`config.mk`:
```
export PLATFORM = sky130hd
export DESIGN_NAME = scanline_tracker
export DESIGN_NICKNAME = d
export VERILOG_FILES = /design/src/hw/ppu_pkg.sv /design/src/hw/scanline_tracker.sv
export SDC_FILE = /design/constraint.sdc
export NUM_CORES = 1
export LEC_CHECK = 0
export BUFFER_PORTS_ARGS = -buffer_cell sky130_fd_sc_hd__buf_2
export CAP_MARGIN = 5
export CORE_MARGIN = 2
export CORE_UTILIZATION = 46
export DETAILED_ROUTE_END_ITERATION = 16
export GPL_TIMING_DRIVEN = 0
export HOLD_SLACK_MARGIN = 0.03
export PLACE_DENSITY = 0.72
export SYNTH_ARGS = -nofsm -noshare
export SYNTH_HDL_FRONTEND = slang
export SYNTH_SLANG_ARGS = --single-unit
```
`constraint.sdc`:
```
create_clock -name bus -period 1.8 [get_ports bus]
set_input_delay 0.27 -clock bus [delete_from_list [all_inputs] [get_ports bus]]
set_output_delay 0.27 -clock bus [all_outputs]
set_load 0.02 [all_outputs]
```
`src/hw/ppu_pkg.sv`:
```
`default_nettype none

package ppu_pkg;

    typedef logic [13:0] ppu_addr_t;
    typedef logic [14:0] chr_addr_t;
    typedef logic [1:0]  chr_bank_t;
    typedef logic [7:0]  scanline_t;
    typedef logic [5:0]  tile_cnt_t;
    typedef logic [1:0]  match_cnt_t;

    // name table reads in a row before a scanline is counted
    localparam match_cnt_t NT_MATCH_RUN = 2'd3;
    // tile count at which the next line's first fetches begin
    localparam tile_cnt_t BANK_SWITCH_TILE = 6'd40;

endpackage

`default_nettype wire

```
`src/hw/scanline_tracker.sv`:
```
`timescale 1ns/1ps
`default_nettype none

module scanline_tracker (
    input  wire logic               bus,
    input  wire logic               rst_n,
    input  wire logic               vblank,
    input  wire logic               ppu_rd_strobe,
    input  wire ppu_pkg::ppu_addr_t ppu_addr,
    input  wire logic               chr_hi,
    output ppu_pkg::chr_addr_t      chr_addr,
    output logic                    ciram_ce
);

    ppu_pkg::scanline_t  scanline_cnt;
    ppu_pkg::tile_cnt_t  tile_cnt;
    ppu_pkg::match_cnt_t match_cnt;
    ppu_pkg::chr_bank_t  chr_bank;
    logic                last_a13;
    logic                nt_read;
    logic                a13_rise;
    logic                a13_fall;

    assign nt_read  = (ppu_addr[13:12] == 2'b10);
    assign a13_rise = !last_a13 && ppu_addr[13];
    assign a13_fall = last_a13 && !ppu_addr[13];

    // bit 13 of the previous read, kept through vblank
    always_ff @(posedge bus or negedge rst_n) begin
        if (!rst_n) begin
            last_a13 <= 1'b0;
        end else if (ppu_rd_strobe) begin
            last_a13 <= ppu_addr[13];
        end
    end

    always_ff @(posedge bus or negedge rst_n) begin
        if (!rst_n) begin
            scanline_cnt <= '0;
            tile_cnt     <= '0;
            match_cnt    <= '0;
            chr_bank     <= '0;
        end else if (vblank) begin
            scanline_cnt <= '0;
            tile_cnt     <= '0;
            match_cnt    <= '0;
            chr_bank     <= '0;
        end else if (ppu_rd_strobe) begin
            // a run of name table reads marks the end of a line
            if (nt_read) begin
                if (match_cnt == ppu_pkg::NT_MATCH_RUN) begin
                    scanline_cnt <= scanline_cnt + 1'b1;
                    tile_cnt     <= '0;
                end else begin
                    match_cnt <= match_cnt + 1'b1;
                end
            end else begin
                match_cnt <= '0;
            end

            if (a13_fall) begin
                tile_cnt <= tile_cnt + 1'b1;
            end

            // switch ahead of the next line's first two tiles, every 64 lines
            if (a13_rise && tile_cnt == ppu_pkg::BANK_SWITCH_TILE &&
                scanline_cnt[5:0] == 6'd0) begin
                chr_bank <= scanline_cnt[7:6];
            end
        end
    end

    assign chr_addr = {chr_hi, chr_bank, ppu_addr[11:0]};
    assign ciram_ce = !ppu_addr[13];

endmodule

`default_nettype wire

```
==> flow_metrics.py <==
metrics = {
    "route": {
        "drtAntennaViolNets": 0,
        "first_iter_violations": 15,
        "first_pass_iters": 4,
        "vias_per_cell": 5.184,
        "drc": 0,
        "wire_per_inst_um": 12.50,
        "routed_wirelength_um": 2312,
        "vias": 959,
    },
    "placed_design": {
        "place.gp.congestion": 0.7708,
        "port_buffers": 21,
        "dpl-instance-area_sq_mm": 0.001350,
        "hpwl_um": 1827,
    },
    "logic_synthesis": {
        "async_reset_ff_share_pct": 100.0,
        "syn_area_per_cell_sq_um": 9.360,
        "synth.top_cell.area_share_pct": 39.38,
        "syn_inst": 129,
        "synth_area_leader_cell": "dfrtp_1",
        "netlist_area_sq_mm": 0.001207,
        "yosysUniqueCellTypes": 33,
        "ys_top_cells_by_area": "dfrtp_1, buf_4, ha_1",
        "synthFlopType": "dfrtp_1",
        "synthTopCellsByCount": "dfrtp_1, buf_4, a21oi_1",
        "yosysMostFrequentCell": "dfrtp_1",
        "yosysWarnings": 0,
        "synth_edf_count": 0,
        "syn-num-nets": 153,
        "seq_area_frac_synth_pct": 39.38,
        "synth_seq_cells": 19,
    },
    "global_routing": {
        "track_usage_pct": 16.73,
        "grt_overflow": 0,
        "grt_pass1_wl_um": 4174,
        "grt_max_degree": 20,
        "antenna_found_initial": 0,
        "grt_pass1_vias": 929,
    },
    "final_layout": {
        "multi_input_area_sq_um": 596.8,
        "fillers": 242,
        "regArea_sq_um": 475.5,
        "fin_area_sq_mm": 0.001398,
        "fin_nets": 180,
        "n_antenna_cell": 0,
        "layout-drive-gt1-share_pct": 30.32,
        "area_delta_synth_final_pct": 15.75,
    },
    "sta": {
        "tightest_slew_ns": 0.4857,
        "maxSlewViolCount": 0,
        "tns_ns": 0,
        "fin_worst_skew_ns": 0.0009650,
        "period_minus_slack_ns": 1.680,
        "finalHoldViolCount": 0,
        "timing.slew.headroom_pct": 67.62,
        "fin_crit_sh_pct": 93.34,
        "setup_viol": 0,
        "grt_setup_unrepaired": "false",
        "max_freq_ghz": 0.5952,
    },
    "outcome": {
        "status": "completed",
    },
    "worst_setup_path": {
        "startpoint_type": "flop",
        "worstSetupPathType": "flop to flop",
        "endpoint_kind": "flop",
        "critPathArrivalTime_ns": 1.90,
        "crit_required_ns": 2.02,
        "cp_max_fo": 10,
    },
    "die": {
        "dieArea_sq_mm": 0.003050,
        "core_area_sq_mm": 0.002477,
        "top_level_ports": 35,
        "die_w_um": 55.23,
        "initial_core_util_pct": 48.74,
        "rows": 18,
        "die_h_um": 55.23,
    },
    "run": {
        "max_cap_violations": 0,
    },
    "clocking": {
        "cts_buffers": 3,
        "postCtsSetupBuffers": 0,
        "clock-sinks": 19,
        "path_clk_slew_ns": 0.10,
        "h-tree-depth": 1,
        "cts_tree": "yes",
        "clockBufferDepth": 2,
        "cts-root-buf": "clkbuf_4",
        "insertion_delay_ns": 0.29,
    },
    "pwr": {
        "power.leakage_uw": 0.0006464,
        "ir_drop_mv": 0.6351,
        "p_per_area_mw_per_mm2": 547.9,
    },
    "hold_path": {
        "hold_class": "input pin to flop",
    },
}
==> routing by layer <==
metal  global-route usage [%]  up-vias  share of wire [%]
li1                         -      489                  -
met3                    5.152        2                4.7
met4                    1.045        0               0.43
met5                        0        -                  0
met1                    21.26      448                 44
met2                    29.25       20                 51
==> report_power, final <==
part | switching, uW | internal [uW] | total [uW] | leakage [uW]
Combinational | 62.3 | 51.4 | 114 | 0.000369
Sequential | 6.42 | 431 | 438 | 0.000263
Clock | 128 | 86.3 | 214 | 0.0000150
==> stage by stage <==
| stage | util, % | hold WS (ns) | instances | total power, uW | worst slack (ns) |
|---|---|---|---|---|---|
| 2_1_floorplan | - | -0.02559 | 129 | 519.2 | 0.3285 |
| 3_3_place_gp | 54.49 | 0.2341 | 180 | 557.4 | 0.1153 |
| 3_5_place_dp | 54.49 | 0.2456 | 180 | 560.3 | 0.05709 |
| 4_1_cts | 55.96 | 0.2567 | 185 | 782.9 | 0.03392 |
| 5_1_grt | 56.41 | 0.2873 | 185 | 810.2 | 0.01634 |
| 6_report | 56.41 | 0.2665 | 185 | 765.8 | 0.1199 |
==> critical path: stages, from the launching register on <==
cell and delay [ns]:
dfrtp_1 0.41, ha_2 0.25, nand4b_1 0.17, buf_2 0.24, nor3_1 0.31, mux2i_1 0.24
==> registers in the layout, indices dropped and copies added, names as in the netlist <==
name,flops
scanline_cnt,8
tile_cnt,6
chr_bank,2
match_cnt,2
last_a13,1
==> area by class of cell <==
class,instances,share of cell area (%)
Buffer,18,8.594
Clock buffer,4,1.880
Inverter,7,1.880
Multi-Input combinational cell,85,42.70
Sequential cell,19,34.02
Tap cell,30,2.686
Timing Repair Buffer,22,8.236
==> timing repair <==
item | 4_1_cts | 5_1_grt
endpoints found under the setup margin | 0 | 2
hold buffers | 1 | 0
hold endpoints to repair | 19 | 0
resized for setup | 0 | 2
==> final timing paths <==
path	startpoint	to	slack [ns]	cells after the start
max in group asynchronous	rst_n	match_cnt[0]$_DFFE_PN0P_	1.07	2
min	ppu_addr[12]	match_cnt[0]$_DFFE_PN0P_	0.27	3
max	match_cnt[0]$_DFFE_PN0P_	scanline_cnt[6]$_DFFE_PN0P_	0.12	5
min in group asynchronous	rst_n	scanline_cnt[5]$_DFFE_PN0P_	0.43	2
max reg2reg	match_cnt[0]$_DFFE_PN0P_	scanline_cnt[6]$_DFFE_PN0P_	0.12	5
min reg2reg	chr_bank[1]$_DFFE_PN0P_	chr_bank[1]$_DFFE_PN0P_	0.55	2
==> kinds of logic (layout without fill, tap and decap cells) <==
family	Yosys count	in the layout	synth area share, %
xor gates and xnor gates	1	1	0.7255
DFF	19	19	39.38
buffers and inverters	25	51	12.12
AOI/OAI and AO/OA	18	18	8.498
and+or+nand+nor	53	53	27.05
muxes	8	8	7.046
adders and majority gates	5	5	5.181
==> cells in the final DEF, fill, tap and decap left out, types with 3 or more instances in the layout <==
cell / synthesis / routed
buf_2: 3 / 24
dfrtp_1: 19 / 19
buf_4: 13 / 13
a21oi_1: 11 / 11
nand2b_1: 9 / 9
nand2_1: 8 / 8
inv_1: 7 / 7
nand3_1: 6 / 6
nand4_1: 4 / 4
mux2i_1: 4 / 4
ha_1: 5 / 4
nand3b_1: 3 / 3
or3_1: 3 / 3
clkbuf_1: 2 / 3
nor2_1: 3 / 3
mux2_2: 3 / 3
nor3b_1: 3 / 3
nor3_1: 3 / 3
clkbuf_4: 0 / 3
Note: power is estimated with default switching activity, not from simulation.
