===== config.mk =====
export PLATFORM = sky130hd
export DESIGN_NAME = cpu_read_mux
export DESIGN_NICKNAME = d
export VERILOG_FILES = /design/src/hw/launcher_pkg.sv /design/src/hw/cpu_read_mux.sv
export SDC_FILE = /design/constraint.sdc
export NUM_CORES = 1
export LEC_CHECK = 0
export BUFFER_PORTS_ARGS = -buffer_cell sky130_fd_sc_hd__buf_2
export CAP_MARGIN = 20
export CORE_AREA = 2 2 39 41
export DETAILED_ROUTE_END_ITERATION = 7
export DIE_AREA = 0 0 41 43
export SLEW_MARGIN = 20
export SYNTH_ARGS = -nofsm -noshare
export SYNTH_HDL_FRONTEND = slang
export SYNTH_SLANG_ARGS = --single-unit

===== constraint.sdc =====
create_clock -name vclk -period 0.8
set_input_delay 0.08 -clock vclk [all_inputs]
set_output_delay 0.08 -clock vclk [all_outputs]
set_load 0.01 [all_outputs]

===== src/hw/launcher_pkg.sv =====
`default_nettype none

package launcher_pkg;

    typedef logic [15:0] cpu_addr_t;
    typedef logic [7:0]  cpu_data_t;
    typedef logic [14:0] prg_addr_t;
    typedef logic [8:0]  rec_addr_t;
    // bit 0 chr high, bits 2:1 readable, bit 3 nmi hook
    typedef logic [3:0]  ctrl_t;

    // register window
    localparam cpu_addr_t REG_CTRL     = 16'h5000;
    localparam cpu_addr_t REG_STATUS   = 16'h5001;
    localparam cpu_addr_t REG_PRG_ADDR = 16'h5002;
    localparam cpu_addr_t REG_PRG_DATA = 16'h5003;
    localparam cpu_addr_t REG_REC_DATA = 16'h5004;

    localparam cpu_addr_t NMI_VEC_LO = 16'hFFFA;
    localparam cpu_addr_t NMI_VEC_HI = 16'hFFFB;

    // hooked nmi lands at 0xfc00
    localparam cpu_data_t MENU_VEC_LO = 8'h00;
    localparam cpu_data_t MENU_VEC_HI = 8'hFC;

    localparam rec_addr_t REC_START = 9'h100;

    localparam int ROM_DEPTH     = 1024;
    localparam int ROM_ADDR_BITS = 10;

endpackage

`default_nettype wire

===== src/hw/cpu_read_mux.sv =====
`timescale 1ns/1ps
`default_nettype none

module cpu_read_mux (
    input  wire logic                    sel_ctrl,
    input  wire logic                    sel_rec,
    input  wire logic                    sel_vec_lo,
    input  wire logic                    sel_vec_hi,
    input  wire logic [1:0]              ctrl_bits,
    input  wire launcher_pkg::cpu_data_t st_rec_data,
    input  wire launcher_pkg::cpu_data_t rom_q,
    output launcher_pkg::cpu_data_t      cpu_data_out
);

    // rom_q unless one of the register or vector selects is active
    always_comb begin
        if (sel_ctrl) begin
            cpu_data_out = {6'b0, ctrl_bits};
        end else if (sel_rec) begin
            // recorder byte straight from the external state recorder
            cpu_data_out = st_rec_data;
        end else if (sel_vec_lo) begin
            cpu_data_out = launcher_pkg::MENU_VEC_LO;
        end else if (sel_vec_hi) begin
            cpu_data_out = launcher_pkg::MENU_VEC_HI;
        end else begin
            cpu_data_out = rom_q;
        end
    end

endmodule

`default_nettype wire


==> results of run 1 <==
## repair_timing
action	4_1_cts	5_1_grt
resized for setup	8	8
pin swaps	2	3
endpoints found under the setup margin	8	8
hold buffers	0	0
## routing by layer
metal | share of wire [%] | up-vias | wire length [um] | global-route usage (%)
met2 | 48 | 19 | 328 | 14.4
met3 | 11 | 0 | 73 | 0
li1 | - | 169 | - | -
met5 | 0 | - | 0 | 0
met1 | 41 | 130 | 284 | 8.54
met4 | 0 | 0 | 0 | 0
## power groups by stage
stage | combinational (mW) | clock, mW | sequential, mW
CTS | 0.191 | 0 | 0
detailed placement | 0.177 | 0 | 0
global route | 0.216 | 0 | 0
floorplan | 0.0755 | 0 | 0
global placement | 0.176 | 0 | 0
finish | 0.197 | 0 | 0
## through the flow
stage	utilization (%)	setup TNS (ps)
after detailed placement	25.5	-583
after floorplan	-	0
after global routing	28.1	-255
after global placement	25.5	-459
final	28.1	-101
after CTS	27.2	-115
## path summary, 6_finish.rpt
check | start | slack, ps | depth (start not counted) | to
min | rom_q[1] | 480 | 3 | cpu_data_out[1]
max | sel_vec_lo | -50 | 4 | cpu_data_out[0]
## cell families (layout without fill, tap and decap cells)
kind of cell	Yosys count	count (layout)	share of synthesized area, %
AOI/OAI and AO/OA	14	14	48.9
and+or+nand+nor	12	12	39.7
buffers and inverters	2	35	11.5
## synth_stat cells
library cell / n / area (um2)
nor2_2: 1 / 6.26
nor4_4: 1 / 21.3
nor2_1: 2 / 7.51
nand2_1: 8 / 30.0
o21ai_0: 6 / 30.0
buf_6: 1 / 11.3
a21oi_1: 6 / 30.0
a221o_1: 2 / 20.0
buf_4: 1 / 7.51
## cell type report
class | count | area [um2] | share of cell area [%]
Timing Repair Buffer | 35 | 219 | 56.3
Multi-Input combinational cell | 26 | 150 | 38.6
Tap cell | 16 | 20.0 | 5.14
## worst max-delay path, stage by stage
cell,delay (ps)
buf_8,100
nor4_4,290
a221o_1,180
buf_2,120
==> results.cfg, run 1 <==
[status]
status = finished, violations left
violations = setup timing

[final_layout]
final_common_cell = buf_2
final_area_um2 = 389
instances_no_fill = 77
antenna_cells = 0
fill_cells = 165
seq_cells = 0
synthToLayoutAreaGrowth_pct = 137
clock_buffers = 0
drive_above_1_share_pct = 60.7
regArea_um2 = 0
final_nets = 85
mostFrequentLayoutCells = 27 x buf_2, 8 x nand2_1, 6 x o21ai_1, 6 x a21oi_1, 5 x buf_4

[sta]
setup_viol = 2
drv_slew = 0
fin_crit_sh_pct = 106
fmax_mhz = 1180
hold_viol = 0
fin_ws_ps = -51.0
relSlewSlack_pct = 84.7
rsz0062_at_grt = yes
holdWs_ps = 476
tightest_slew_ps = 227
finalCriticalPeriod_ps = 851

[floorplan]
core_mm2 = 0.00138
die_w_um = 41
num_rows = 14
pin_count = 30
dieArea_mm2 = 0.00176
start_util_pct = 11.8
fp.dieH_um = 43

[logic_synthesis]
ys_seq_area_share_pct = 0
syn_nets = 50
avgSynthCellArea_um2 = 5.85
synthCells = 28
yosys_warnings = 0
syn-cell-area_um2 = 164
ys_types = 9

[global_routing]
overflow = 0
grt_pass1_vias = 272
antenna_found_initial = 0
grtUsageTotal_pct = 7.29
grt_max_degree = 8
grt_pass1_wl_um = 972

[route]
vias_per_cell = 4.13
antenna_left = 0
initialDrtViolationCount = 1
vias = 318
drt-total-wl_um = 686
wl_per_cell_um = 8.91
first_pass_iters = 4
drcViolationCount = 0

[worst_setup_path]
worst-setup-path-type = input pin to output pin
cp-start-kind = input pin
cp_max_fo = 2
cp_data_arrival_time_ps = 770
critPathRequiredTime_ps = 720
endpoint_kind = output pin

[job]
maxCapViolCount = 0

[hold_path]
min_path_type = input pin to output pin

[place]
dp.cells = 77
place_congestion = 0.568
io_buffers = 30
post-place-ws_ps = -102
dpl_cell_area_um2 = 353

[power_and_ir_drop]
p_switching_mw = 0.0847
power_density_mw_per_mm2 = 506
p_sw_share_pct = 43.0
leakagePower_nw = 0.206
ir_drop_v = 0.000168
combPwrFrac_pct = 100.0
p_clk_share_pct = 0
intPower_mw = 0.112
finalPower_mw = 0.197
seq_power_share_pct = 0

[clock_tree]
post_cts_buffers = 0
Note: power is estimated with default switching activity, not from simulation.
==> inputs of run 2 (changes only) <==
==> constraint.sdc (replaced) <==
create_clock -name vclk -period 0.8
set_input_delay 0.16 -clock vclk [all_inputs]
set_output_delay 0.16 -clock vclk [all_outputs]
set_load 0.01 [all_outputs]
==> run 2 against run 1 <==
The flow still finishes with violations (setup timing). Non-clock buffer count is 1 lower. Power rose by 10%. Cell count fell by 1.3%. Global-route usage is 1.3 points higher. Largest power group unchanged. Highest routed layer unchanged.
==> results.cfg, run 2 (same netlist as run 1, synthesis figures left out) <==
[place]
place_congestion = 0.654
post-dp-hpwl_um = 614
dp.cells = 76
io_buffers = 30

[route]
drcViolationCount = 0
drt-total-wl_um = 718
wl_per_cell_um = 9.45
initialDrtViolationCount = 1
vias_per_cell = 4.21
first_pass_iters = 2
vias = 320
antenna_left = 0

[sta]
setup_viol = 8
rsz0062_at_grt = yes
hold_viol = 0
tightest_slew_ps = 216
finalCriticalPeriod_ps = 1010
fmax_mhz = 992
drv_slew = 0
relSlewSlack_pct = 85.5
fin_ws_ps = -208
fin_crit_sh_pct = 126

[final_layout]
final_common_cell = buf_2
final_nets = 84
fill_cells = 159
antenna_cells = 0
instances_no_fill = 76
synthToLayoutAreaGrowth_pct = 156
seq_cells = 0
clock_buffers = 0
regArea_um2 = 0
drive_above_1_share_pct = 78.3
mostFrequentLayoutCells = 26 x buf_2, 7 x nand2_1, 6 x a21oi_2

[worst_setup_path]
cp_max_fo = 6
cp-start-kind = input pin
worst-setup-path-type = input pin to output pin
critPathRequiredTime_ps = 640
cp_data_arrival_time_ps = 850
endpoint_kind = output pin

[global_routing]
grt_pass1_vias = 280
antenna_found_initial = 0
grtUsageTotal_pct = 8.59
grt_pass1_wl_um = 1120
grt_max_degree = 8
overflow = 0

[floorplan]
die_w_um = 41
start_util_pct = 11.8
pin_count = 30
num_rows = 14
core_mm2 = 0.00138
dieArea_mm2 = 0.00176
fp.dieH_um = 43

[hold_path]
min_path_type = input pin to output pin
min_path_cells = 3

[job]
maxCapViolCount = 0

[clock_tree]
post_cts_buffers = 0

[status]
status = finished, violations left
violations = setup timing

[power_and_ir_drop]
ir_drop_v = 0.000198
leakagePower_nw = 0.204
power_density_mw_per_mm2 = 518
finalPower_mw = 0.217
## run 2: cell count changes in the layout (fill, tap and decap cells not counted), sizes merged
cell  previous run  this run
buf             35        34
## run 2: worst max-delay path, cell delays in order
cell	delay, ps
buf_8	100
nor2_4	190
o21ai_1	120
a21oi_2	140
buf_2	130
## run 2: worst paths after layout
| kind | startpoint | to | slack (ps) |
|---|---|---|---|
| setup / recovery | sel_vec_lo | cpu_data_out[3] | -210 |
| hold / removal | rom_q[1] | cpu_data_out[1] | 630 |
## run 2: where the power goes
part	switching, mW	internal (mW)
sequential	0	0
clock	0	0
combinational	0.101	0.116
## run 2: repair_timing
action | CTS | global route
pin swaps | 8 | 2
hold endpoints to repair | 0 | 0
hold buffers | 0 | 0
gates resized for setup | 11 | 2
setup endpoints to repair | 8 | 8
## run 2: final cells by class
| type | instances | area (um2) | share of cell area (%) |
|---|---|---|---|
| timing repair buffer | 34 | 209 | 49.9 |
| multi-input combinational | 26 | 190 | 45.4 |
| tap | 16 | 20.0 | 4.78 |
## run 2: layer usage
layer	GRT usage, %	part of all wire, %	vias to the layer above
met3	1.05	12	0
met4	0	0	0
met2	15.6	47	21
li1	-	-	167
met1	10.8	40	132
met5	0	0	-
## run 2: through the flow
stage	hold WS, ps	setup WS [ps]	TNS, ps	utilization [%]	cell area (um2)
final	625	-208	-1380	30.3	419
after global placement	623	-232	-1650	27.1	375
after global routing	660	-237	-1670	30.3	419
after floorplan	431	-30.5	-203	-	206
after CTS	634	-198	-1360	29.7	412
after detailed placement	628	-241	-1720	27.1	375
