### src/hw/launcher_pkg.sv
`default_nettype none

package launcher_pkg;

    typedef logic [15:0] cpu_addr_t;
    typedef logic [7:0]  cpu_data_t;
    typedef logic [14:0] prg_addr_t;
    typedef logic [8:0]  rec_addr_t;
    // bit 0 chr high, bits 2:1 readable, bit 3 nmi hook
    typedef logic [3:0]  ctrl_t;

    // register window
    localparam cpu_addr_t REG_CTRL     = 16'h5000;
    localparam cpu_addr_t REG_STATUS   = 16'h5001;
    localparam cpu_addr_t REG_PRG_ADDR = 16'h5002;
    localparam cpu_addr_t REG_PRG_DATA = 16'h5003;
    localparam cpu_addr_t REG_REC_DATA = 16'h5004;

    localparam cpu_addr_t NMI_VEC_LO = 16'hFFFA;
    localparam cpu_addr_t NMI_VEC_HI = 16'hFFFB;

    // hooked nmi lands at 0xfc00
    localparam cpu_data_t MENU_VEC_LO = 8'h00;
    localparam cpu_data_t MENU_VEC_HI = 8'hFC;

    localparam rec_addr_t REC_START = 9'h100;

    localparam int ROM_DEPTH     = 1024;
    localparam int ROM_ADDR_BITS = 10;

endpackage

`default_nettype wire
### src/hw/cpu_decode.sv
`timescale 1ns/1ps
`default_nettype none

module cpu_decode (
    input  wire launcher_pkg::cpu_addr_t cpu_addr,
    input  wire logic                    cpu_rw,
    input  wire logic                    nmi_hook,
    output logic                         sel_ctrl,
    output logic                         sel_status,
    output logic                         sel_prg_addr,
    output logic                         sel_prg_data,
    output logic                         sel_rec,
    output logic                         sel_vec_lo,
    output logic                         sel_vec_hi,
    output logic                         sel_rom,
    output logic                         prg_oe,
    output logic                         prg_we,
    output logic                         custom_cpu_out
);

    // register window
    assign sel_ctrl     = (cpu_addr == launcher_pkg::REG_CTRL);
    assign sel_status   = (cpu_addr == launcher_pkg::REG_STATUS);
    assign sel_prg_addr = (cpu_addr == launcher_pkg::REG_PRG_ADDR);
    assign sel_prg_data = (cpu_addr == launcher_pkg::REG_PRG_DATA);
    assign sel_rec      = (cpu_addr == launcher_pkg::REG_REC_DATA);

    // vectors only count as hooked while the hook is on
    assign sel_vec_lo = nmi_hook && (cpu_addr == launcher_pkg::NMI_VEC_LO);
    assign sel_vec_hi = nmi_hook && (cpu_addr == launcher_pkg::NMI_VEC_HI);

    // anything not claimed above reads from the menu rom
    assign sel_rom = !(sel_ctrl || sel_status || sel_prg_addr || sel_prg_data ||
                       sel_rec || sel_vec_lo || sel_vec_hi);

    // prg memory drives the bus for rom space and the data-carrying registers
    assign prg_oe = cpu_rw && (cpu_addr[15] || sel_ctrl || sel_prg_data || sel_rec);
    assign prg_we = !cpu_rw && sel_prg_data;

    // 0x5003 and 0x5004 data comes from outside the mapper
    assign custom_cpu_out = !(sel_prg_data || sel_rec);

endmodule

`default_nettype wire

### config.mk
export PLATFORM = sky130hd
export DESIGN_NAME = cpu_decode
export DESIGN_NICKNAME = d
export VERILOG_FILES = /design/src/hw/launcher_pkg.sv /design/src/hw/cpu_decode.sv
export SDC_FILE = /design/constraint.sdc
export NUM_CORES = 1
export LEC_CHECK = 0
export BUFFER_PORTS_ARGS = -buffer_cell sky130_fd_sc_hd__buf_2
export CORE_AREA = 2 2 39 41
export DETAILED_ROUTE_END_ITERATION = 12
export DIE_AREA = 0 0 41 43
export SLEW_MARGIN = 20
export SYNTH_ARGS = -nofsm -noshare
export SYNTH_HDL_FRONTEND = slang
export SYNTH_SLANG_ARGS = --single-unit
### constraint.sdc
create_clock -name vclk -period 1.24
set_input_delay 0.124 -clock vclk [all_inputs]
set_output_delay 0.124 -clock vclk [all_outputs]
set_load 0.01 [all_outputs]
==> flow_summary.json, run 1 <==
{
  "clock_buffers": 0,
  "drive_gt1_frac": 0.800,
  "cp_data_arrival_time_ns": 1.23,
  "power_density_nw_per_um2": 201,
  "rows": 14,
  "yosys.area.top_type": "nor4_4",
  "port_buffers": 29,
  "hold_class": "in2out",
  "tightest_slew_ns": 0.314,
  "routed.top_layer": "met3",
  "crit_path_start_kind": "input port",
  "critPathCaptureType": "output pin",
  "yosys.area.top_type_share": 0.190,
  "route.met2.wl_um": 507,
  "start_util": 0.162,
  "fin_crit_sh": 1.09,
  "outcome": "finished with violations",
  "grt_pass1_vias": 356,
  "grt_setup_unrepaired": "true",
  "antenna_found_initial": 0,
  "wl_per_cell_um": 11.9,
  "grt_util_all_layers": 0.105,
  "nFillCells": 148,
  "path_buf_inv": 2,
  "vias_per_cell": 4.68,
  "grt_first_pass_wirelength_mm": 1.39,
  "ys_warn_count": 0,
  "finalSetupViolCount": 7,
  "utilization": 0.418,
  "holdPathStages": 3,
  "fin_crit_ns": 1.35,
  "fin_setup_tns_ns": -0.512,
  "core_um2": 1380,
  "grt_max_degree": 8,
  "final_common_cell": "buf_2",
  "io_pins": 29,
  "synth_cell_types": 16,
  "dieArea_um2": 1760,
  "wl_met3_um": 105,
  "syn-num-nets": 46,
  "drc": 0,
  "synth_seq_area_share": 0,
  "min-delay-start": "cpu_rw",
  "path_depth": 5,
  "synth_area_leaders": "nor4_4, nand4b_4, nand4_1",
  "layout.nets": 85,
  "p_total_mw": 0.116,
  "drt_iter0_markers": 0,
  "critPathKind": "in2out",
  "critPathMaxFanout": 5,
  "ir_worst_vdd_mv": 0.0924,
  "path_cells": "buf_8, nor4_4, nand4b_4, a221oi_2, buf_2",
  "synthCells": 28,
  "crit_slowest_cell": "nor4_4",
  "wl_met1_um": 353,
  "die_h_um": 43,
  "leakagePower_nw": 0.296,
  "violations": "negative setup slack",
  "hold_violations": 0,
  "vias": 379,
  "num_antenna_cells": 0,
  "postRouteAntennaNets": 0,
  "drv_cap": 0,
  "worstPathRequired_ns": 1.12,
  "area_delta_synth_final_pct": 158,
  "wirelength_um": 966,
  "postSynthAreaPerCell_um2": 8.00,
  "crit_family": "simple AND/OR/NAND/NOR gates",
  "critical-path-max-stage-delay_ns": 0.35,
  "fp.dieW_um": 41,
  "first_pass_iters": 1,
  "gp_congestion": 0.652,
  "synth_area_um2": 224,
  "maxSlewViolCount": 0,
  "seq_cell_count": 0,
  "seq_area_um2": 0,
  "slew_headroom": 0.789,
  "grt_overflow_total": 0,
  "critPathLaunch": "cpu_addr[6]",
  "post-place-ws_ns": -0.134,
  "most-common-layout-cells": "buf_2, buf_6, buf_4",
  "worst_slack_ns": -0.111,
  "max_freq_mhz": 740
}
layout make-up:
| cell class | instances | area, um^2 | share of cell area |
|---|---|---|---|
| Inverter | 2 | 7.51 | 0.0130 |
| Multi-Input combinational cell | 27 | 298 | 0.515 |
| Tap cell | 16 | 20.0 | 0.0346 |
| Timing Repair Buffer | 36 | 253 | 0.437 |
cells in the mapped netlist:
cell,count
and2_1,1
nor4b_1,2
inv_1,2
a21o_2,1
nor4_4,2
nor2_1,4
nor3_1,2
nand4_1,3
o21ba_2,1
nor2b_1,2
nand2_1,2
a221oi_2,1
nor4_1,2
nand4b_4,1
nand4b_1,1
nand3b_1,1
layer usage:
layer	vias up	GRT usage
met5	-	0
met4	0	0
met3	0	0.00524
met2	21	0.191
met1	169	0.136
li1	189	-
worst min-delay path, stage by stage:
cell,delay (ns)
buf_2,0.10
nor3_2,0.04
buf_2,0.13
timing repair:
item                                    in CTS  in global routing
setup buffers                                2                  1
pin swaps                                    7                  7
hold buffers                                 0                  0
gates cloned                                 1                  0
endpoints found under the setup margin       7                 11
gates resized for setup                     10                 15
metrics by stage:
stage	cells	hold WS (ns)	cell area, um^2
after floorplan	28	0.294	224
after global placement	77	0.510	419
after detailed placement	77	0.511	419
after CTS	80	0.511	498
after global routing	81	0.518	578
final	81	0.512	578
final timing paths:
path	to	slack [ns]
worst max-delay path	prg_oe	-0.11
worst min-delay path	prg_we	0.51
cells by family after synthesis:
logic type,Yosys count,share of synthesized area
simple gates,23,0.816
compound gates,3,0.151
buf+inv,2,0.0335
where the power goes:
group          internal, mW  leakage (nW)  switching, mW
registers                 0             0              0
logic                0.0620         0.296         0.0542
clock network             0             0              0
Power figures use the tool's default switching activity.
==> run 2, diff against run 1 <==
--- a/config.mk
+++ b/config.mk
@@ -5,10 +5,10 @@
 export SDC_FILE = /design/constraint.sdc
 export NUM_CORES = 1
 export LEC_CHECK = 0
-export BUFFER_PORTS_ARGS = -buffer_cell sky130_fd_sc_hd__buf_2
 export CORE_AREA = 2 2 39 41
 export DETAILED_ROUTE_END_ITERATION = 12
 export DIE_AREA = 0 0 41 43
+export DONT_BUFFER_PORTS = 1
 export SLEW_MARGIN = 20
 export SYNTH_ARGS = -nofsm -noshare
 export SYNTH_HDL_FRONTEND = slang
==> run 2 against run 1 <==
  * The run now ends clean
  * Core utilization fell by 20 points
  * Combinational power fell by 76%
  * Power fell by 76%
  * Sequential share of layout area did not move
  * Via count fell by 35%
  * Cell area fell by 47%
  * Final cell count fell by 40%
  * Die area did not move
  * Wire length fell by 27%
==> flow_summary.json, run 2 (synthesis gave the netlist of run 1 again) <==
{
  "critPathLaunch": "cpu_addr[5]",
  "crit_slowest_cell": "nor4_4",
  "drt_iter0_markers": 1,
  "wl_per_cell_um": 14.3,
  "antenna_found_initial": 0,
  "dp_hpwl_um": 623,
  "finalSetupViolCount": 0,
  "final_common_cell": "buf_4",
  "layout.nets": 53,
  "nFillCells": 148,
  "area_delta_synth_final_pct": 37.4,
  "hold_violations": 0,
  "cts_hold_buf": 0,
  "grt_setup_unrepaired": "true",
  "io_pins": 29,
  "ctsResizeCount": 0,
  "power_density_nw_per_um2": 89.5,
  "cts_setup_buffers": 0,
  "path_cells": "nor4_4, nand4b_4, nor4b_2, buf_4",
  "grt_util_all_layers": 0.0679,
  "critPathKind": "in2out",
  "start_util": 0.162,
  "first_pass_iters": 2,
  "drv_cap": 0,
  "leakagePower_nw": 0.111,
  "critical-path-max-stage-delay_ns": 0.30,
  "grt_first_pass_wirelength_um": 883,
  "utilization": 0.222,
  "rows": 14,
  "fp.dieW_um": 41,
  "critPathMaxFanout": 7,
  "ir_worst_vdd_mv": 0.0213,
  "vias_per_cell": 5.06,
  "grt_max_degree": 8,
  "slew_headroom": 0.709,
  "seq_area_um2": 0,
  "fin_crit_ns": 1.16,
  "gp_congestion": 0.660,
  "switchingPower_mw": 0.0119,
  "tightest_slew_ns": 0.433,
  "whs_ns": 0.298,
  "num_antenna_cells": 0,
  "crit_path_start_kind": "input port",
  "min-delay-start": "cpu_addr[0]",
  "clock_buffers": 0,
  "path_buf_inv": 1,
  "port_buffers": 0,
  "max_freq_mhz": 859,
  "p_int_mw": 0.0157,
  "pwr-share-clk": 0,
  "cp_data_arrival_time_ns": 1.04,
  "crit_family": "simple AND/OR/NAND/NOR gates",
  "swShare": 0.432,
  "final_cells": 49,
  "grt_pass1_vias": 218,
  "hold_class": "in2out",
  "maxSlewViolCount": 0,
  "drive_gt1_frac": 0.424,
  "seq_cell_count": 0,
  "wirelength_um": 703,
  "worstPathRequired_ns": 1.12,
  "placed_cells": 49,
  "die_h_um": 43,
  "vias": 248,
  "postRouteAntennaNets": 0,
  "outcome": "completed",
  "fin_crit_sh": 0.939,
  "grt_overflow_total": 0,
  "multi_input_area_um2": 243,
  "most-common-layout-cells": "buf_4, nor2_1, nand4_1",
  "dieArea_um2": 1760,
  "critPathCaptureType": "output pin",
  "core_um2": 1380,
  "sequentialPowerShare": 0,
  "drc": 0,
  "p_comb_frac": 1.000
}
==> run 2: cell types whose count changed in the layout (fill, tap and decap cells not counted), moves of 2 or more <==
cell / change
buf_8: -2
buf_2: -22
buf_6: -6
nor2_2: -2
nor4_1: +2
nor4_2: -2
nor2_1: +2
==> run 2: worst paths after layout <==
path | to | slack, ns | cells after the start
worst min-delay path | sel_vec_lo | 0.30 | 1
worst max-delay path | sel_status | 0.08 | 4
==> run 2: final cells by class <==
cell class                      count  share of cell area
Inverter                            2              0.0244
Multi-Input combinational cell     26               0.789
Tap cell                           16              0.0650
Timing Repair Buffer                5               0.122
==> run 2: metrics by stage <==
step / setup slack [ns] / setup TNS [ns] / total power [mW] / cell area [um^2]
CTS: 0.000739 / 0 / 0.0263 / 282
global placement: 0.0524 / 0 / 0.0256 / 282
global route: -0.0168 / -0.0168 / 0.0296 / 308
detailed placement: 0.0192 / 0 / 0.0262 / 282
floorplan: 0.0348 / 0 / 0.0235 / 224
finish: 0.0760 / 0 / 0.0276 / 308
==> run 2: power groups by stage <==
stage | combinational [mW] | clock [mW] | sequential (mW)
detailed placement | 0.0262 | 0 | 0
finish | 0.0276 | 0 | 0
global placement | 0.0256 | 0 | 0
floorplan | 0.0235 | 0 | 0
global route | 0.0296 | 0 | 0
CTS | 0.0263 | 0 | 0
==> run 2: metal layers <==
metal | up-vias | global-route usage | part of all wire | wire [um]
met5 | - | 0 | 0 | 0
met4 | 0 | 0 | 0 | 0
met3 | 0 | 0.0314 | 0.17 | 121
met2 | 22 | 0.109 | 0.44 | 307
met1 | 104 | 0.0854 | 0.39 | 274
li1 | 122 | - | - | -
==> run 3, diff against run 2 <==
==> constraint.sdc (replaced) <==
create_clock -name vclk -period 1.24
set_input_delay 0.248 -clock vclk [all_inputs]
set_output_delay 0.248 -clock vclk [all_outputs]
set_load 0.01 [all_outputs]
==> run 3 against run 2 <==
  * The run now ends with negative setup slack left
  * Combinational power grew 53%
  * Sequential share of layout area is the same
  * Worst hold slack gained 0.22 ns
  * Cell area grew 29%
  * First-iteration DRC count shrank 100%
  * Setup slack lost 0.25 ns
  * Fmax shrank 18%
  * Power grew 53%
  * Critical path type unchanged
  * Count of clock-buffer cells in the layout is the same
==> flow_summary.json, run 3 (synthesis gave the netlist of run 1 again) <==
{
  "outcome": "finished with violations",
  "violations": "negative setup slack",
  "wl_per_cell_um": 16.0,
  "grt_max_degree": 8,
  "nFillCells": 151,
  "sequentialPowerShare": 0,
  "cts_hold_buf": 0,
  "core_um2": 1380,
  "seq_cell_count": 0,
  "whs_endpoint": "sel_vec_lo",
  "num_antenna_cells": 0,
  "area_delta_synth_final_pct": 77.1,
  "postRouteAntennaNets": 0,
  "crit_path_start_kind": "input port",
  "drive_gt1_frac": 0.636,
  "layout.nets": 53,
  "hold_class": "in2out",
  "holdPathStages": 1,
  "grt_setup_unrepaired": "true",
  "power_density_nw_per_um2": 106,
  "gp_congestion": 0.668,
  "hold_violations": 0,
  "critPathMaxFanout": 5,
  "io_pins": 29,
  "vias_per_cell": 5.55,
  "seq_area_um2": 0,
  "fin_crit_ns": 1.42,
  "first_pass_iters": 1,
  "clock_buffers": 0,
  "wirelength_um": 786,
  "pwr-share-clk": 0,
  "whs_ns": 0.520,
  "drv_cap": 0,
  "placed_cells": 46,
  "p_total_mw": 0.0422,
  "ir_worst_vdd_mv": 0.0407,
  "switchingPower_mw": 0.0205,
  "start_util": 0.162,
  "final_common_cell": "buf_4",
  "tightest_slew_ns": 0.336,
  "port_buffers": 0,
  "grt_pass1_vias": 251,
  "worstPathRequired_ns": 0.99,
  "fin_crit_sh": 1.14,
  "maxSlewViolCount": 0,
  "most-common-layout-cells": "buf_4, nand4_1",
  "drc": 0,
  "worst_slack_ns": -0.176,
  "grt_first_pass_wirelength_mm": 1.08,
  "final_cells": 49,
  "swShare": 0.485,
  "p_comb_frac": 1.000,
  "antenna_found_initial": 0,
  "p_int_mw": 0.0217,
  "die_h_um": 43,
  "drt_iter0_markers": 0,
  "vias": 272,
  "dpl_cell_area_um2": 294,
  "slew_headroom": 0.774,
  "rows": 14,
  "grt_util_all_layers": 0.0839,
  "finalSetupViolCount": 9,
  "final_area_um2": 397,
  "grt_overflow_total": 0,
  "cp_data_arrival_time_ns": 1.17,
  "dieArea_um2": 1760,
  "max_freq_mhz": 706,
  "critPathKind": "in2out",
  "leakagePower_nw": 0.151,
  "fp.dieW_um": 41,
  "min-delay-start": "cpu_addr[0]",
  "critPathCaptureType": "output pin",
  "dp_hpwl_um": 615,
  "multi_input_area_um2": 339
}
[run 3: cell count changes in the layout (fill, tap and decap cells not counted), moves of 2 or more]
cell,delta
nor2_1,-2
nor2_4,+2
nor4_1,-2
nor4_2,+2
[run 3: cell type report]
class              instances  share of cell area
inverters                  2              0.0189
repair buffers             4              0.0757
well taps                 16              0.0505
multi-input cells         27               0.855
[run 3: power groups by stage]
| stage | clock (mW) | sequential (mW) | combinational [mW] |
|---|---|---|---|
| 2_1_floorplan | 0 | 0 | 0.0285 |
| 3_3_place_gp | 0 | 0 | 0.0308 |
| 3_5_place_dp | 0 | 0 | 0.0315 |
| 4_1_cts | 0 | 0 | 0.0375 |
| 5_1_grt | 0 | 0 | 0.0450 |
| 6_report | 0 | 0 | 0.0422 |
[run 3: worst max path at each step]
stage,start,to,depth (start not counted)
6_report,cpu_addr[5],sel_prg_addr,3
5_1_grt,cpu_addr[10],sel_prg_addr,3
4_1_cts,cpu_addr[4],sel_rom,4
3_5_place_dp,cpu_addr[4],sel_status,3
3_3_place_gp,cpu_addr[5],sel_status,3
2_1_floorplan,cpu_addr[4],sel_prg_addr,3
[run 3: metrics by stage]
step / setup WS [ns] / utilization / TNS [ns]
2_1_floorplan: -0.110 / - / -0.507
3_3_place_gp: -0.181 / 0.212 / -1.32
3_5_place_dp: -0.205 / 0.212 / -1.57
4_1_cts: -0.205 / 0.244 / -1.57
5_1_grt: -0.240 / 0.287 / -1.83
6_report: -0.176 / 0.287 / -1.20
[run 3: layer usage]
metal | up-vias | routed length [um] | global-route usage
li1 | 126 | - | -
met1 | 122 | 318 | 0.120
met2 | 24 | 356 | 0.131
met3 | 0 | 111 | 0.0209
met4 | 0 | 0 | 0
met5 | - | 0 | 0
[run 3: critical path, stage by stage]
cell and delay [ns]:
nor4_4 0.32, nand4b_4 0.23, nor4b_2 0.37
[run 3: what timing repair did]
item,CTS,global route
gates resized for setup,3,11
setup endpoints to repair,11,11
buffers inserted,2,0
cloned,1,0
pin swaps,1,7
