--- config.mk ---
export PLATFORM = sky130hd
export DESIGN_NAME = launch_regs
export DESIGN_NICKNAME = d
export VERILOG_FILES = /design/src/hw/launcher_pkg.sv /design/src/hw/launch_regs.sv
export SDC_FILE = /design/constraint.sdc
export NUM_CORES = 1
export LEC_CHECK = 0
export BUFFER_PORTS_ARGS = -buffer_cell sky130_fd_sc_hd__buf_2
export CORE_MARGIN = 4
export CORE_UTILIZATION = 31
export DETAILED_ROUTE_END_ITERATION = 12
export GPL_TIMING_DRIVEN = 1
export HOLD_SLACK_MARGIN = 0.02
export SYNTH_ARGS = -nofsm -noshare
export SYNTH_HDL_FRONTEND = slang
export SYNTH_SLANG_ARGS = --single-unit
--- constraint.sdc ---
create_clock -name bus -period 2.2 [get_ports bus]
set_input_delay 0.44 -clock bus [delete_from_list [all_inputs] [get_ports bus]]
set_output_delay 0.44 -clock bus [all_outputs]
set_load 0.1 [all_outputs]
--- src/hw/launcher_pkg.sv ---
`default_nettype none

package launcher_pkg;

    typedef logic [15:0] cpu_addr_t;
    typedef logic [7:0]  cpu_data_t;
    typedef logic [14:0] prg_addr_t;
    typedef logic [8:0]  rec_addr_t;
    // bit 0 chr high, bits 2:1 readable, bit 3 nmi hook
    typedef logic [3:0]  ctrl_t;

    // register window
    localparam cpu_addr_t REG_CTRL     = 16'h5000;
    localparam cpu_addr_t REG_STATUS   = 16'h5001;
    localparam cpu_addr_t REG_PRG_ADDR = 16'h5002;
    localparam cpu_addr_t REG_PRG_DATA = 16'h5003;
    localparam cpu_addr_t REG_REC_DATA = 16'h5004;

    localparam cpu_addr_t NMI_VEC_LO = 16'hFFFA;
    localparam cpu_addr_t NMI_VEC_HI = 16'hFFFB;

    // hooked nmi lands at 0xfc00
    localparam cpu_data_t MENU_VEC_LO = 8'h00;
    localparam cpu_data_t MENU_VEC_HI = 8'hFC;

    localparam rec_addr_t REC_START = 9'h100;

    localparam int ROM_DEPTH     = 1024;
    localparam int ROM_ADDR_BITS = 10;

endpackage

`default_nettype wire
--- src/hw/launch_regs.sv ---
`timescale 1ns/1ps
`default_nettype none

module launch_regs (
    input  wire logic                    bus,
    input  wire logic                    rst_n,
    input  wire logic                    cpu_strobe,
    input  wire logic                    cpu_rw,
    input  wire launcher_pkg::cpu_data_t cpu_data_in,
    input  wire logic                    sel_status,
    input  wire logic                    sel_prg_addr,
    input  wire logic                    sel_prg_data,
    input  wire logic                    sel_rec,
    input  wire logic                    sel_vec_lo,
    output logic                         status,
    output logic                         vblank,
    output launcher_pkg::prg_addr_t      prg_addr,
    output launcher_pkg::rec_addr_t      st_rec_addr
);

    logic addr_toggle;
    logic inc_pending;
    logic rearm;

    // hooked nmi fetch restarts the save-state sequence
    assign rearm = cpu_rw && sel_vec_lo;

    always_ff @(posedge bus or negedge rst_n) begin
        if (!rst_n) begin
            status      <= 1'b0;
            vblank      <= 1'b1;
            addr_toggle <= 1'b0;
            inc_pending <= 1'b0;
            prg_addr    <= '0;
            st_rec_addr <= '0;
        end else if (cpu_strobe) begin
            // status and vblank
            if (!cpu_rw && sel_status) begin
                {status, vblank} <= cpu_data_in[1:0];
            end else begin
                vblank <= 1'b0;
            end

            // prg address, loaded low byte first
            if (rearm) begin
                addr_toggle <= 1'b0;
                inc_pending <= 1'b0;
                prg_addr    <= '0;
            end else if (!cpu_rw && sel_prg_addr) begin
                if (addr_toggle) begin
                    prg_addr[14:8] <= cpu_data_in[6:0];
                end else begin
                    prg_addr[7:0] <= cpu_data_in;
                end
                addr_toggle <= !addr_toggle;
                inc_pending <= 1'b0;
            end else begin
                // data port access bumps the address one strobe later
                if (inc_pending) begin
                    prg_addr <= prg_addr + 1'b1;
                end
                inc_pending <= sel_prg_data;
            end

            // recorder readout pointer
            if (rearm) begin
                st_rec_addr <= launcher_pkg::REC_START;
            end else if (sel_rec) begin
                if (cpu_rw) begin
                    st_rec_addr <= st_rec_addr + 1'b1;
                end else begin
                    st_rec_addr <= launcher_pkg::REC_START;
                end
            end
        end
    end

endmodule

`default_nettype wire

==> results of run 1 <==
## cell families after synthesis
| group | Yosys count | synth area share [%] |
|---|---|---|
| adder cells (fa/ha/maj) | 2 | 1.37 |
| AO/OA/AOI/OAI | 76 | 28.4 |
| buffers and inverters | 15 | 3.64 |
| flip-flops | 28 | 38.5 |
| AND/OR/NAND/NOR | 82 | 25.1 |
| multiplexers | 5 | 3.02 |
## flip-flops by register name, indices dropped and copies added (netlist names)
name	cells
inc_pending	1
addr_toggle	1
vblank	1
status	1
prg_addr	15
st_rec_addr	9
## final cells by class
type | instances | share of cell area [%]
well taps | 72 | 4.18
flip-flops and latches | 28 | 32.7
multi-input cells | 165 | 49.0
clock buffers | 4 | 2.55
repair buffers | 44 | 10.4
inverters | 7 | 1.22
## worst paths after layout
check | endpoint | from | cells after the start
min | st_rec_addr[0] | rst_n | 1
min reg2reg | vblank | vblank | 2
min in group bus | vblank | cpu_data_in[0] | 3
max reg2reg | prg_addr[14] | prg_addr[0] | 5
max | prg_addr[14] | prg_addr[0] | 5
max in group asynchronous | prg_addr[1] | rst_n | 1
## cells in the mapped netlist, types with 2 or more instances
cell type | count | area share, %
o21ai_0 | 30 | 8.2
dfrtp_1 | 27 | 37
nand2_1 | 20 | 4.1
nor2_1 | 13 | 2.7
a21oi_1 | 7 | 1.9
inv_1 | 7 | 1.4
nand3_1 | 7 | 1.9
a22oi_1 | 6 | 2.5
nor2b_1 | 6 | 2.1
nor3_1 | 6 | 1.6
clkbuf_1 | 5 | 1.0
nand4_1 | 5 | 1.7
and2_1 | 4 | 1.4
mux2_2 | 4 | 2.5
o21ai_1 | 4 | 1.1
a31oi_1 | 3 | 1.0
and3_1 | 3 | 1.0
and4_1 | 3 | 1.4
nor3b_1 | 3 | 1.2
o22ai_1 | 3 | 1.0
o2bb2ai_1 | 3 | 1.4
a41oi_1 | 2 | 0.96
buf_2 | 2 | 0.55
ha_1 | 2 | 1.4
nand2b_1 | 2 | 0.69
nor4_1 | 2 | 0.69
o221ai_1 | 2 | 0.96
o31ai_1 | 2 | 0.82
## report_power, final
group	internal [uW]	total [uW]	switching (uW)	leakage, uW
registers	581	677	96.1	0.000361
clock network	161	335	174	0.0000288
logic	145	754	609	0.000526
total	887	1770	879	0.000916
## through the flow
| stage | area, sq um | std cells | power, uW | hold WS, ns |
|---|---|---|---|---|
| after floorplan | 1830 | 208 | 1270 | 0.144 |
| after global placement | 2100 | 316 | 1440 | 0.459 |
| after detailed placement | 2100 | 316 | 1440 | 0.478 |
| after CTS | 2160 | 320 | 1780 | 0.197 |
| after global routing | 2160 | 320 | 1870 | 0.222 |
| final | 2160 | 320 | 1770 | 0.167 |
## layer usage
metal  part of all wire, %  vias to the layer above  global-route usage (%)
met5                     0                        -                       0
met4                   1.1                        0                    3.02
met3                   6.4                        6                    3.53
met2                    43                       74                    22.4
met1                    49                      857                    22.0
li1                      -                      868                       -
## critical path: cells and delay by family (launching register included)
family / cells / cell delay, ns
DFF: 1 / 0.43
adders and majority gates: 1 / 0.25
and+or+nand+nor: 2 / 0.72
AOI/OAI and AO/OA: 2 / 0.31
==> reports/qor.csv, run 1 <==
stage,metric,value,unit
floorplan,die_h,84.7,um
cells_and_area,layout.nets,268,
cells_and_area,fillers,607,
placed_design,io_buffers,42,
cells_and_area,final_common_cell,buf_2,
timing,fmax,552,MHz
floorplan,rows,27,
worst_hold_path,hold_class,primary input to async pin,
setup_path,critPathRequiredTime,2.37,ns
setup_path,crit_arrival,1.98,ns
timing,rsz0062_at_grt,false,
timing,drv_slew,0,
clocking,post_cts_resized,0,
timing,fin_ws,0.387,ns
floorplan,io_pins,43,
timing,worstMarginPinSlew,0.639,ns
cells_and_area,layout_common_cells,"buf_2, o21ai_0, dfrtp_1",
clocking,hold_buffers,0,
setup_path,crit_slowest_cell,nor4_1,
yosys,ys_seq_area_share,38.5,%
global_routing,grt_max_degree,29,
setup_path,cpPeakStageDelay,0.51,ns
timing,fin_crit,1.81,ns
placed_design,gp_congestion,0.861,
cells_and_area,multi_input_area,0.00106,sq mm
pwr,power_density,819,mW/mm^2
timing,fin_setup_tns,0,ns
yosys,syn_nets,227,
yosys,synthArstFlopShare,100,%
placed_design,dp_slack,0.358,ns
cells_and_area,diodes,0,
placed_design,hpwl,3.83,mm
clocking,insertion_delay,0.28,ns
global_routing,overflow,0,
yosys,synth_edf_count,0,
clocking,clk_pin_slew,0.11,ns
clocking,clock-root-buffer,clkbuf_8,
yosys,ys_types,53,
setup_path,end_kind,flop,
pwr,peakVddDrop,0.000463,V
flow_run,drv_cap,0,
yosys,synth_seq_cells,28,
drt,avgViaCountPerCell,5.64,
drt,wl,5.16,mm
timing,timing.final.crit_share,82.4,%
cells_and_area,area_delta_synth_final,18.2,%
setup_path,criticalPathCategory,flop to flop,
yosys,netlist_area,0.00182,sq mm
clocking,numCtsBuffers,3,
clocking,tritoncts,yes,
clocking,cts_setup_buffers,0,
global_routing,groute.usage.overall,15.0,%
drt,ant_nets,0,
global_routing,antenna_found_initial,0,
global_routing,grt_pass1_vias,1769,
clocking,cts.htree.levels,1,
timing,relSlewSlack,57.4,%
drt,dr.first_iter.drc_count,137,
global_routing,grt_pass1_wl,8.83,mm
setup_path,cp-start-kind,flop,
timing,timing_hold_violations_final,0,
floorplan,dieArea,0.00718,sq mm
drt,vias,1805,
pwr,power_leakage,0.000916,uW
yosys,synth_area_per_cell,8.77,sq um
yosys,synth_ff_type,dfrtp_1,
drt,drcViolationCount,0,
cells_and_area,finalCoreUtilization,38.5,%
cells_and_area,drive_above_1_share,26.6,%
drt,drt_pass1_iterations,4,
clocking,cts.sink_count,28,
setup_path,critPathMaxFanout,6,
yosys,synth_cells,208,
drt,wire_per_inst,16.1,um
setup_path,path_cells,"ha_1, nand4_1, nor4_1, o21ai_0, o2bb2ai_1",
clocking,clockBufferDepth,2,
floorplan,core_region_area,0.00561,sq mm
floorplan,initial_core_util,32.5,%
run_status,outcome,completed,
floorplan,die_x,84.7,um
timing,fin_skew,0.00703,ns
yosys,ys_warn_count,0,
timing,finalSetupViolations,0,
cells_and_area,seq_area,704,sq um
setup_path,regToRegSetupSlack,0.39,ns
Power figures use the tool's default switching activity.
==> run 2, diff against run 1 <==
Clock period 2.2 ns to 1.48 ns, I/O delays scaled along.
==> reports/qor.csv, run 2 (same netlist as run 1, synthesis figures left out) <==
stage,metric,value,unit,change
floorplan,rows,27,,unchanged
global_routing,grt_max_degree,29,,unchanged
global_routing,grt_use_met1,20.6,%,-1.4 points
pwr,finalPower,3120,uW,+77%
run_status,violations,setup timing,,
setup_path,r2r_end,prg_addr[8],,
cells_and_area,fin_cells,361,,+13%
timing,fin_skew,0.00172,ns,-0.00531 ns
setup_path,critPathRequiredTime,1.67,ns,-0.70 ns
clocking,clk_pin_slew,0.10,ns,about the same
cells_and_area,drive_above_1_share,47.4,%,+21 points
flow_run,drv_cap,0,,unchanged
timing,drv_slew,0,,unchanged
cells_and_area,layout.nets,309,,+15%
timing,timing.final.crit_share,105,%,+23 points
global_routing,use_met3,3.73,%,+0.20 points
clocking,clockBufferDepth,2,,unchanged
global_routing,antenna_found_initial,0,,unchanged
clocking,cts.htree.levels,1,,unchanged
cells_and_area,seq_area,764,sq um,+8.5%
timing,timing_hold_violations_final,0,,unchanged
timing,finalSetupViolations,2,,+2
cells_and_area,top_regs,"prg_addr: 15 flops, st_rec_addr: 9 flops",,
drt,avgViaCountPerCell,5.37,,-4.9%
pwr,peakVddDrop,0.000751,V,+62%
cells_and_area,top_register,prg_addr,,
cells_and_area,area_delta_synth_final,56.7,%,
setup_path,critPathMaxFanout,3,,-3
pwr,power_leakage,0.00115,uW,+25%
drt,drt_pass1_iterations,4,,unchanged
floorplan,core_region_area,0.00561,sq mm,unchanged
floorplan,die_x,84.7,um,unchanged
setup_path,crit_arrival,1.75,ns,-0.23 ns
global_routing,grt_pass1_wl,9.38,mm,+6.3%
setup_path,criticalPathCategory,flop to flop,,
timing,rsz0062_at_grt,true,,
global_routing,overflow,0,,unchanged
drt,wl,5.64,mm,+9.3%
placed_design,gp_congestion,0.839,,-2.5%
drt,drcViolationCount,0,,unchanged
cells_and_area,fillers,517,,-15%
setup_path,end_kind,flop,,
global_routing,grt_pass1_vias,1939,,+9.6%
run_status,outcome,"finished, violations left",,
clocking,insertion_delay,0.28,ns,about the same
pwr,power_density,1090,mW/mm^2,+33%
setup_path,regToRegSetupSlack,-0.08,ns,-0.46 ns
clocking,cts.sink_count,28,,unchanged
clocking,clock-root-buffer,clkbuf_8,,
placed_design,io_buffers,42,,unchanged
setup_path,r2r-start,prg_addr[1],,
worst_hold_path,hold-path-endpoint,vblank,,
drt,dr.first_iter.drc_count,134,,-2.2%
global_routing,grt.busiest_layer,met2,,
timing,fin_setup_tns,-0.117,ns,-0.117 ns
timing,worstMarginPinSlew,0.487,ns,-0.153 ns
worst_hold_path,hold_class,primary input to flop,,
cells_and_area,diodes,0,,unchanged
cells_and_area,final_area,0.00286,sq mm,+32%
timing,fmax,642,MHz,+16%
worst_hold_path,min_delay_path_depth,3,,
placed_design,place_inst,355,,+12%
cells_and_area,layout_common_cells,"buf_4, o21ai_0, buf_2",,
cells_and_area,largest_reg_flops,15,,unchanged
placed_design,placed_area,0.00270,sq mm,+29%
cells_and_area,final_common_cell,buf_4,,
floorplan,dieArea,0.00718,sq mm,unchanged
cells_and_area,multi_input_area,0.00117,sq mm,+11%
placed_design,hpwl,4.34,mm,+13%
clocking,numCtsBuffers,3,,unchanged
drt,ant_nets,0,,unchanged
floorplan,io_pins,43,,unchanged
clocking,tritoncts,yes,,
timing,fin_ws,-0.0767,ns,-0.464 ns
timing,fin_crit,1.56,ns,-0.256 ns
drt,wire_per_inst,15.6,um,-3.1%
floorplan,initial_core_util,32.5,%,unchanged
setup_path,cp-start-kind,flop,,
global_routing,grtUsageMet2,27.1,%,+4.7 points
worst_hold_path,hp-start,cpu_data_in[0],,
floorplan,die_h,84.7,um,unchanged
drt,vias,1937,,+7.3%
timing,relSlewSlack,67.8,%,+10 points
global_routing,groute.usage.overall,15.8,%,+0.80 points
setup_path,reg2reg_depth,5,,unchanged
-- run 2: power by group --
group / leakage, uW / total, uW / switching [uW] / internal, uW
Clock: 0.0000228 / 448 / 255 / 194
Sequential: 0.000328 / 1030 / 125 / 904
Combinational: 0.000798 / 1640 / 1050 / 591
Total: 0.00115 / 3120 / 1430 / 1690
-- run 2: layout make-up --
class	instances	area share, %
Tap cell	72	3.15
Clock buffer	4	1.58
Sequential cell	28	26.8
Multi-Input combinational cell	165	41.0
Inverter	7	0.919
Timing Repair Buffer	85	26.6
-- run 2: metal layers --
layer,wire length (um),up-vias
li1,-,958
met1,2530,914
met2,2680,63
met3,399,2
met4,23,0
met5,0,-
-- run 2: through the flow --
step,worst slack [ns],hold WS (ns),util [%]
CTS,-0.0903,0.251,49.3
finish,-0.0767,0.254,51.0
floorplan,-0.249,0.000409,-
global placement,-0.0417,0.329,48.2
detailed placement,-0.0922,0.327,48.2
global route,-0.186,0.268,51.0
-- run 2: timing repair --
| action | in CTS | in global routing |
|---|---|---|
| gates resized for setup | 0 | 23 |
| buffers inserted | 1 | 1 |
| pin swaps | 3 | 12 |
| hold buffers | 1 | 0 |
| hold endpoints to repair | 14 | 0 |
| endpoints found under the setup margin | 3 | 19 |
-- run 2: worst max path at each step --
| stage | start | to |
|---|---|---|
| floorplan | prg_addr[0] | prg_addr[8] |
| finish | prg_addr[1] | prg_addr[8] |
| global placement | cpu_rw | prg_addr[8] |
| detailed placement | prg_addr[0] | prg_addr[8] |
| global route | prg_addr[1] | prg_addr[8] |
| CTS | prg_addr[0] | prg_addr[8] |
-- run 2: worst max-delay path, stage by stage (launching register included) --
cell,delay (ns)
dfrtp_4,0.44
ha_4,0.14
nand4_1,0.14
nor4b_2,0.37
o22ai_1,0.13
a221oi_2,0.25
==> run 3, diff against run 2 <==
Settings changed: CORE_MARGIN 4 to 2.
==> reports/qor.csv, run 3 (same netlist as run 1, synthesis figures left out) <==
stage,metric,value,unit,change
cells_and_area,final_area,0.00295,sq mm,+3.3%
run_status,violations,setup timing,,
timing,finalSetupViolations,6,,+4
placed_design,gp_congestion,0.847,,+0.98%
setup_path,r2r-start,prg_addr[7],,
placed_design,placed_area,0.00272,sq mm,+0.74%
timing,relSlewSlack,68.0,%,+0.17 points
global_routing,grt_pass1_wl,9.47,mm,+0.95%
cells_and_area,seq_area,764,sq um,unchanged
cells_and_area,layout_common_cells,"buf_4, o21ai_0, buf_2",,
pwr,power_density,1080,mW/mm^2,-1.3%
setup_path,reg2reg_depth,5,,unchanged
drt,avgViaCountPerCell,5.46,,+1.7%
timing,holdWs,0.239,ns,-0.0154 ns
clocking,cts.sink_count,28,,unchanged
floorplan,initial_core_util,32.5,%,unchanged
cells_and_area,top_regs,"prg_addr: 15 flops, st_rec_addr: 9 flops",,
timing,timing_hold_violations_final,0,,unchanged
worst_hold_path,hold_class,primary input to flop,,
global_routing,groute.usage.overall,18.8,%,+3.0 points
drt,wire_per_inst,16.0,um,+2.6%
cells_and_area,diodes,0,,unchanged
setup_path,critPathRequiredTime,1.66,ns,about the same
timing,fmax,609,MHz,-5.3%
pwr,power_leakage,0.00122,uW,+6.5%
drt,drcViolationCount,0,,unchanged
timing,fin_ws,-0.163,ns,-0.0865 ns
setup_path,end_kind,flop,,
cells_and_area,multi_input_area,0.00118,sq mm,+1.1%
setup_path,regToRegSetupSlack,-0.16,ns,-0.09 ns
cells_and_area,final_common_cell,buf_4,,
timing,timing.final.crit_share,111,%,+5.8 points
setup_path,criticalPathCategory,flop to flop,,
drt,drt_pass1_iterations,4,,unchanged
setup_path,crit_slowest_cell,dfrtp_4,,
drt,ant_nets,0,,unchanged
setup_path,critPathLaunch,prg_addr[7],,
cells_and_area,fin_cells,368,,+1.9%
cells_and_area,fillers,539,,+4.3%
setup_path,crit_arrival,1.82,ns,+0.07 ns
cells_and_area,area_delta_synth_final,61.9,%,
timing,rsz0062_at_grt,true,,
cells_and_area,layout.nets,316,,+2.3%
timing,fin_skew,0.00121,ns,-0.000512 ns
pwr,finalPower,3180,uW,+2.0%
pwr,peakVddDrop,0.000628,V,-16%
timing,drv_slew,0,,unchanged
floorplan,die_x,80.7,um,-4.7%
clocking,insertion_delay,0.29,ns,about the same
setup_path,cpPeakStageDelay,0.46,ns,+0.02 ns
floorplan,rows,27,,unchanged
cells_and_area,top_register,prg_addr,,
clocking,clk_pin_slew,0.10,ns,about the same
timing,worstMarginPinSlew,0.484,ns,-0.00258 ns
floorplan,die_h,80.7,um,-4.7%
clocking,clockBufferDepth,2,,unchanged
drt,wl,5.90,mm,+4.6%
run_status,outcome,"finished, violations left",,
setup_path,cp-start-kind,flop,,
cells_and_area,drive_above_1_share,50.0,%,+2.6 points
clocking,tritoncts,yes,,
floorplan,dieArea,0.00651,sq mm,-9.2%
placed_design,place_inst,356,,+0.28%
cells_and_area,largest_reg_flops,15,,unchanged
setup_path,critPathMaxFanout,6,,+3
clocking,cts.htree.levels,1,,unchanged
placed_design,hpwl,4.35,mm,+0.26%
global_routing,antenna_found_initial,0,,unchanged
floorplan,core_region_area,0.00561,sq mm,unchanged
flow_run,drv_cap,0,,unchanged
setup_path,endpoint,prg_addr[14],,
global_routing,grt_pass1_vias,1893,,-2.4%
placed_design,io_buffers,42,,unchanged
setup_path,r2r_end,prg_addr[14],,
setup_path,path_cells,"nand4_1, buf_4, nor4_4, o21ai_1, o2bb2ai_1",,
timing,fin_crit,1.64,ns,+0.0865 ns
clocking,clock-root-buffer,clkbuf_8,,
floorplan,io_pins,43,,unchanged
clocking,numCtsBuffers,3,,unchanged
global_routing,grt_max_degree,29,,unchanged
drt,vias,2009,,+3.7%
drt,dr.first_iter.drc_count,87,,-35%
global_routing,overflow,0,,unchanged
## run 3: cell count changes in the layout (fill, tap and decap cells not counted), moves of 2 or more
cell,previous run,this run
a22oi_1,6,4
a22oi_2,0,2
buf_2,25,22
buf_4,39,45
clkbuf_4,4,7
nor4_1,2,0
## run 3: worst min-delay path by stage
stage	start	endpoint	slack [ns]	cells after the start
2_1_floorplan	rst_n	addr_toggle	0.0004	0
3_3_place_gp	rst_n	st_rec_addr[8]	0.33	2
3_5_place_dp	rst_n	st_rec_addr[8]	0.34	2
4_1_cts	sel_prg_data	inc_pending	0.24	3
5_1_grt	cpu_data_in[0]	vblank	0.24	3
6_report	sel_prg_data	inc_pending	0.24	3
## run 3: metrics by stage
stage	worst slack, ns	util [%]	TNS, ns
6_report	-0.163	52.7	-0.404
5_1_grt	-0.214	52.7	-0.942
4_1_cts	-0.105	50.1	-0.297
3_5_place_dp	-0.107	48.5	-0.591
3_3_place_gp	-0.0783	48.5	-0.223
2_1_floorplan	-0.249	-	-0.924
## run 3: area by class of cell
cell class              count  area share [%]
clock buffers               4            1.86
inverters                   7           0.890
multi-input cells         165            40.1
flip-flops and latches     28            25.9
well taps                  72            3.05
repair buffers             92            28.2
## run 3: metal layers
metal	global-route usage, %	up-vias	wire [um]
li1	-	962	-
met1	24.2	981	2640
met2	32.8	61	2880
met3	3.37	5	330
met4	4.41	0	44
met5	0	-	0
## run 3: critical path: cells and delay by family, from the launching register on
family | cells | cell delay [ns]
AOI/OAI and AO/OA | 2 | 0.21
buffers and inverters | 1 | 0.26
DFF | 1 | 0.46
and+or+nand+nor | 2 | 0.60
## run 3: repair_timing
action                                  in CTS  in global routing
gates resized for setup                      1                 26
hold buffers                                 1                  0
endpoints found under the setup margin       4                 22
endpoints found under the hold margin       20                  0
buffers inserted                             2                  6
pin swaps                                    9                 15
## run 3: report_power, final
group | switching [uW] | total, uW | leakage [uW] | internal [uW]
Clock | 270 | 510 | 0.0000288 | 240
Sequential | 116 | 1020 | 0.000328 | 904
Combinational | 1060 | 1650 | 0.000867 | 596
